## src/logic/ffnn_defs.svh

```systemverilog
`ifndef FFNN_DEFS_SVH
`define FFNN_DEFS_SVH

// Layer sizes.
`define FFNN_N_IN       4
`define FFNN_N_H1       8
`define FFNN_N_H2       6
`define FFNN_N_CLASS    3

// Bit 15 of each word carries the sign.
`define FFNN_WORD_W     16

// Two's-complement accumulator for dot products.
`define FFNN_ACC_W      32

// Positive hidden sums are scaled down by this shift.
`define FFNN_ACT_SHIFT  4

// Largest magnitude an activation can hold.
`define FFNN_ACT_MAX    32767

`endif

```

## src/logic/ffnn_weights_defs.svh

```systemverilog
`ifndef FFNN_WEIGHTS_DEFS_SVH
`define FFNN_WEIGHTS_DEFS_SVH

// Sign-magnitude constants. Entry j*N_IN+i sits at bits [16*(j*N_IN+i) +: 16].
// Each row below is one neuron, listed from the last neuron down to neuron 0,
// and within a row from the last input down to input 0.

// Layer 1, 4 inputs by 8 neurons.
`define FFNN_W1 { \
  16'h8023, 16'h8029, 16'h0027, 16'h001D, \
  16'h002C, 16'h0013, 16'h0001, 16'h000D, \
  16'h0018, 16'h8018, 16'h8005, 16'h8017, \
  16'h001A, 16'h8010, 16'h801B, 16'h801A, \
  16'h0018, 16'h0023, 16'h8009, 16'h0025, \
  16'h8003, 16'h8017, 16'h8019, 16'h8026, \
  16'h801D, 16'h801B, 16'h0005, 16'h8025, \
  16'h8021, 16'h8014, 16'h0011, 16'h001E  \
}

`define FFNN_B1 { \
  16'h0007, 16'h8003, 16'h0000, 16'h0000, 16'h8002, 16'h0000, 16'h0000, 16'h000E \
}

// Layer 2, 8 inputs by 6 neurons.
`define FFNN_W2 { \
  16'h0002, 16'h8019, 16'h8003, 16'h8008, 16'h0010, 16'h0016, 16'h8002, 16'h8014, \
  16'h8006, 16'h0012, 16'h8005, 16'h8010, 16'h0014, 16'h8003, 16'h8013, 16'h800D, \
  16'h801E, 16'h000A, 16'h0009, 16'h8018, 16'h000D, 16'h8003, 16'h0004, 16'h0008, \
  16'h8018, 16'h0021, 16'h000C, 16'h8014, 16'h000B, 16'h8012, 16'h0012, 16'h000D, \
  16'h0012, 16'h000D, 16'h800A, 16'h8008, 16'h0014, 16'h800F, 16'h001B, 16'h801F, \
  16'h0023, 16'h0010, 16'h8016, 16'h001A, 16'h001A, 16'h0014, 16'h000B, 16'h001A  \
}

`define FFNN_B2 { \
  16'h0000, 16'h0008, 16'h000F, 16'h8008, 16'h8010, 16'h8001 \
}

// Output layer, 6 inputs by 3 classes.
`define FFNN_W3 { \
  16'h0000, 16'h800C, 16'h8009, 16'h000F, 16'h0019, 16'h8007, \
  16'h0004, 16'h0013, 16'h0017, 16'h8010, 16'h8019, 16'h801A, \
  16'h8006, 16'h8025, 16'h801D, 16'h8020, 16'h8016, 16'h0011  \
}

`define FFNN_B3 { \
  16'h801C, 16'h0004, 16'h0016 \
}

`endif
```

## src/logic/ffnn_pkg.sv

```systemverilog
`include "ffnn_defs.svh"

package ffnn_pkg;

  // Sign bit on top, magnitude below.
  typedef struct packed {
    logic                     sign;
    logic [`FFNN_WORD_W-2:0]  mag;
  } sm_fields_s;

  // One word, seen either as raw bits or as its fields.
  typedef union packed {
    logic [`FFNN_WORD_W-1:0]  raw;
    sm_fields_s               f;
  } sm_word_u;

  typedef logic signed [`FFNN_ACC_W-1:0] acc_t;

  typedef sm_word_u [`FFNN_N_IN-1:0] feature_vec_t;
  typedef sm_word_u [`FFNN_N_H1-1:0] h1_vec_t;
  typedef sm_word_u [`FFNN_N_H2-1:0] h2_vec_t;

  // Raw output-layer sums, one per class.
  typedef struct packed {
    acc_t score0;
    acc_t score1;
    acc_t score2;
  } class_scores_s;

  typedef logic [$clog2(`FFNN_N_CLASS)-1:0] class_label_t;

  // Magnitudes multiply, signs combine by XOR.
  // A negative zero operand still gives zero.
  function automatic acc_t sm_product(sm_word_u x, sm_word_u y);
    acc_t mag;
    mag = acc_t'(x.f.mag) * acc_t'(y.f.mag);
    if (x.f.sign ^ y.f.sign) begin
      return -mag;
    end
    return mag;
  endfunction

endpackage

```

## src/logic/class_select.sv

```systemverilog
`include "ffnn_defs.svh"

module class_select (
  input  logic                    clk,
  input  logic                    arst_n,
  input  ffnn_pkg::class_scores_s scores,
  output ffnn_pkg::class_label_t  label
);

  import ffnn_pkg::*;

  class_label_t pick;

  // Strict compares keep the lower index on a tie.
  always_comb begin
    acc_t best;
    best = scores.score0;
    pick = class_label_t'(0);
    if (scores.score1 > best) begin
      best = scores.score1;
      pick = class_label_t'(1);
    end
    if (scores.score2 > best) begin
      pick = class_label_t'(2);
    end
  end

  always_ff @(posedge clk or negedge arst_n) begin
    if (!arst_n) begin
      label <= '0;
    end else begin
      label <= pick;
    end
  end

  // Encoding 3 is never a class.
  a_label_range: assert property (
    @(posedge clk) disable iff (!arst_n)
    label < class_label_t'(`FFNN_N_CLASS)
  );

endmodule

```

## config.mk

```make
export PLATFORM = sky130hd
export DESIGN_NAME = class_select
export DESIGN_NICKNAME = d
export VERILOG_FILES = /design/src/logic/ffnn_weights_defs.svh /design/src/logic/ffnn_pkg.sv /design/src/logic/class_select.sv
export VERILOG_INCLUDE_DIRS = /design/src /design/src/logic
export SDC_FILE = /design/constraint.sdc
export NUM_CORES = 1
export LEC_CHECK = 0
export BUFFER_PORTS_ARGS = -buffer_cell sky130_fd_sc_hd__buf_2
export CORE_MARGIN = 5
export CORE_UTILIZATION = 48
export CTS_CLUSTER_SIZE = 20
export DETAILED_ROUTE_END_ITERATION = 8
export PLACE_DENSITY = 0.82
export SETUP_SLACK_MARGIN = 0.4
export SYNTH_ARGS = -nofsm -noshare
export SYNTH_HDL_FRONTEND = slang
export SYNTH_SLANG_ARGS = --single-unit
```

## constraint.sdc

```tcl
create_clock -name clk -period 0.8 [get_ports clk]
set_input_delay 0.04 -clock clk [delete_from_list [all_inputs] [get_ports clk]]
set_output_delay 0.04 -clock clk [all_outputs]
set_load 0.05 [all_outputs]
```

Word-level counts from Yosys, hierarchy flattened:

Index checks and enable logic that the tools add are counted.

* bits in registers: 2
* bits in latches: 0
* RAM bits: 0
* bits in read-only memories: 0
* input bits: 98
* output and inout port bits: 2
* word-level logic and storage cells: 6
* memories: 0

* add/sub/neg operators: 0
* multiply operators: 0
* divide/modulo/power cells: 0
* magnitude comparators: 2
* equality and inequality tests: 0
* shifts and indexed selects: 0
* mux-type cells: 3
* bitwise operators: 0
* reduce and logical (&&, ||, !) cells: 0

Operators by type and width (count)
* 32-bit greater-than comparator: 2
* 32-bit two-way mux: 1
* 2-bit two-way mux: 1
* 1-bit two-way mux: 1

Logic depth before layout (Yosys ltp):

* depth in word-level cells: 4
* mapped depth: 19
* gate-level depth less buffers: 17

Worst setup path before layout:

Ideal clock, no wire load.

* kind: input-to-reg
* from: in scores[95] in the netlist's numbering
* to: reg label[0]
* library setup time: 125 ps
* arrival: 3651 ps
* data required time: 675 ps
* setup slack: -2977 ps
* stages: 18
* path buffers: 2
* cells stage by stage: inv_1 ha_1 nand4_1 or3_1 o21ai_2 buf_2 a21o_2 buf_4 a21oi_1 nor3_1 ha_1 nand4_1 nor3_1 a21boi_1 or4b_1 a2111oi_2 mux2i_1 a21oi_1

* cells in the longest elaborated chain, start to end: 4
* elaborated cells between the ends (all ways): 5
* those cells by class: order compare (2); mux (3)

RTL lines
* from (decl): line class_select.sv:6 `input ffnn_pkg::class_scores_s scores,`
* 32-bit greater-than comparator: line class_select.sv:19 `if (scores.score1 > best) begin`
* 32-bit two-way mux: line class_select.sv:19
* 32-bit greater-than comparator: line class_select.sv:23 `if (scores.score2 > best) begin`
* 2-bit two-way mux *: line class_select.sv:23
* net pick[0]: line class_select.sv:12 `class_label_t pick;`
* to (signal assigned): line class_select.sv:32 `label <= pick;`
* to (decl): line class_select.sv:7 `output ffnn_pkg::class_label_t label`

The timed path passes the listed nets; every way through them passes the cells marked *.

Worst setup path in the final report:

* from: in scores[75] in the netlist's numbering
* to: reg label[0]

The elaborated chain is that of the path after synthesis.

==> metrics <==
status=finished with violations; failing checks=setup timing; Net Count, Synth=652; number of synthesized register bits=2; startpoint types=primary input; most frequent cells in the layout=97 x buf_4, 87 x buf_2, 73 x nand2_1; clk slew on worst S/H paths=30 ps; TritonCTS Buffers=3; Max Cap Violations=0; Largest register FFs=2; WL met3=1520 microns; leakage=2.47 nW; fin crit period=3890 ps; initial antenna violation count=0; first-pass GRT wire length=between 20000 and 25000 microns; DRC=0; Longest Clk Path Bufs=2; Sw Share=0.490; Unique masters post-synth=35; max-slew violations=0; Max Clk Rate=0.257 GHz; Int Power=between 0.002 and 0.0025 W; Core ar.=between 6000 and 7000 sq um; clock power share=0.088; sequential area share after synthesis=0.0163; mean post-synth cell area=roughly 6.3 sq um; final worst slack=-3090 ps; final setup fails=2; setup TNS=-6080 ps; Worst Path Required=a little under 900 ps; switching pwr=0.00240 W; Mapped Cells=490; Cell Area, Synth=3070 sq um; vias in the first global route=approximately 4700; Nets=835; die height=~90 microns; CTS tree=built; Largest regs=label x2; DR iter-0 viols=roughly 580; grt ovf=0; Post-synth ARST share=1.00; gr usage total=0.287; yosys warns=0; Top reg by flops=label; total wire length=14400 microns; htree depth=1; DR top layer=met4; worst-path maximum fanout=6; crit path DAT=3980 ps; largest net degree at the start of global routing=131; Via density=6.42; Sequential Power Share=0.032; Hold WS=171 ps; CP endpoint kind=flop; die footprint=8090 sq um; most common cell after layout, fill and taps aside=buf_4; Final Wtd Congestion=0.896; DR vias=between 4000 and 5000; peak supply drop=0.842 mV; Metal-1 WL=5080 microns; ant diodes=0; dpl ws=-3180 ps; WL per Instance=19.2 microns; Die W=90.0 microns; Comb power frac=0.880; fraction of layout cells with a size suffix above 1=0.442; root buffer cell=clkbuf_8; number of synthesized flops with an enable pin=0; PD cells=958 nW/um^2; PortBufs=between 90 and 100; RSZ-0062 raised after global routing=true; Post-DP HPWL=8720 microns; worst slew pin tran=approximately 420 ps; Initial Utilization=0.489; WL met2=6800 microns; Final Cycle Share=4.86; area grow syn2layout=66.6%; clk sinks=2; Synth Flop Type=dfrtp_1; row count=29; max_slew headroom=0.722; Hold Vio Cnt, Final=0; Detail Route Antenna Nets=0; crit path kind=primary input to flop; 1st-pass router iterations=5; worst min path class=primary input to async pin; DP Area=4360 sq um; Ports=100; post-route cell area=between 5000 and 6000 sq um
[critical path, stage by stage]
cell and delay (ps):
buf_2 110, inv_1 80, ha_4 200, a21oi_1 130, o21ai_0 150, a21oi_2 240, o211ai_1 170, buf_4 190
a21oi_4 210, buf_6 180, nor3_2 60, nor3_1 210, ha_1 290, nand4_1 240, nor3_2 100, a21boi_2 170
or4b_4 560, a2111oi_4 320, mux2i_1 270, a21oi_1 70
[cells by family after synthesis]
| family | after synthesis | synth area share |
|---|---|---|
| adders and majority gates | 64 | 0.261 |
| DFF | 2 | 0.0163 |
| and+or+nand+nor | 235 | 0.408 |
| muxes | 1 | 0.00326 |
| AOI/OAI and AO/OA | 118 | 0.215 |
| buffers and inverters | 70 | 0.0962 |
[cell usage after synthesis (3+ instances only)]
cell type  count  area, sq um
a21o_1         7         52.6
a21oi_1       56          280
and4_1         3         26.3
buf_2          8         40.0
buf_4          6         45.0
clkbuf_1      20         75.1
ha_1          64          801
inv_1         36          135
nand2_1       74          278
nand2b_1      31          194
nand3_1        7         35.0
nand3b_1      32          240
nand4_1       13         81.3
nor2b_1        3         18.8
nor3_1        66          330
o211ai_1       3         22.5
o21ai_0       38          190
o21ai_1        3         15.0
[stage by stage]
step	total power [W]	util	instances
2_1_floorplan	0.00229	-	490
3_3_place_gp	0.00333	0.694	721
3_5_place_dp	0.00351	0.694	721
4_1_cts	0.00433	0.771	739
5_1_grt	0.00524	0.815	749
6_report	0.00490	0.815	749
[power by group through the flow]
stage	sequential [W]	combinational, W	clock [W]
6_report	0.000157	0.00431	0.000430
5_1_grt	0.000161	0.00463	0.000454
4_1_cts	0.000157	0.00374	0.000430
3_5_place_dp	0.000146	0.00337	0
3_3_place_gp	0.000144	0.00318	0
2_1_floorplan	0.000264	0.00203	0
[area by class of cell]
class / count / area [sq um]
fillers: 343 / 1160
repair buffers: 209 / 1530
inverters: 36 / 155
well taps: 77 / 96.3
multi-input cells: 421 / 3230
flip-flops and latches: 2 / 51.3
clock buffers: 4 / 45.0
[worst paths after layout]
path	from	slack (ps)	end	cells past startpoint
setup / recovery	scores[75]	-3090	label[0]	20
hold / removal	arst_n	170	label[1]	2
max in group asynchronous	arst_n	520	label[1]	2
min in group clk	scores[31]	320	label[1]	4
[timing repair]
action,4_1_cts,5_1_grt
cloned,3,2
setup buffers,10,8
hold buffers,1,0
pin swaps,22,13
endpoints found under the hold margin,2,0
endpoints found under the setup margin,4,4
resized for setup,59,41
[layer usage]
metal  track usage  vias up
li1              -     2125
met1         0.320     2163
met2         0.516      405
met3        0.0576      117
met4         0.139        0
met5             0        -
Power figures use the tool's default switching activity.
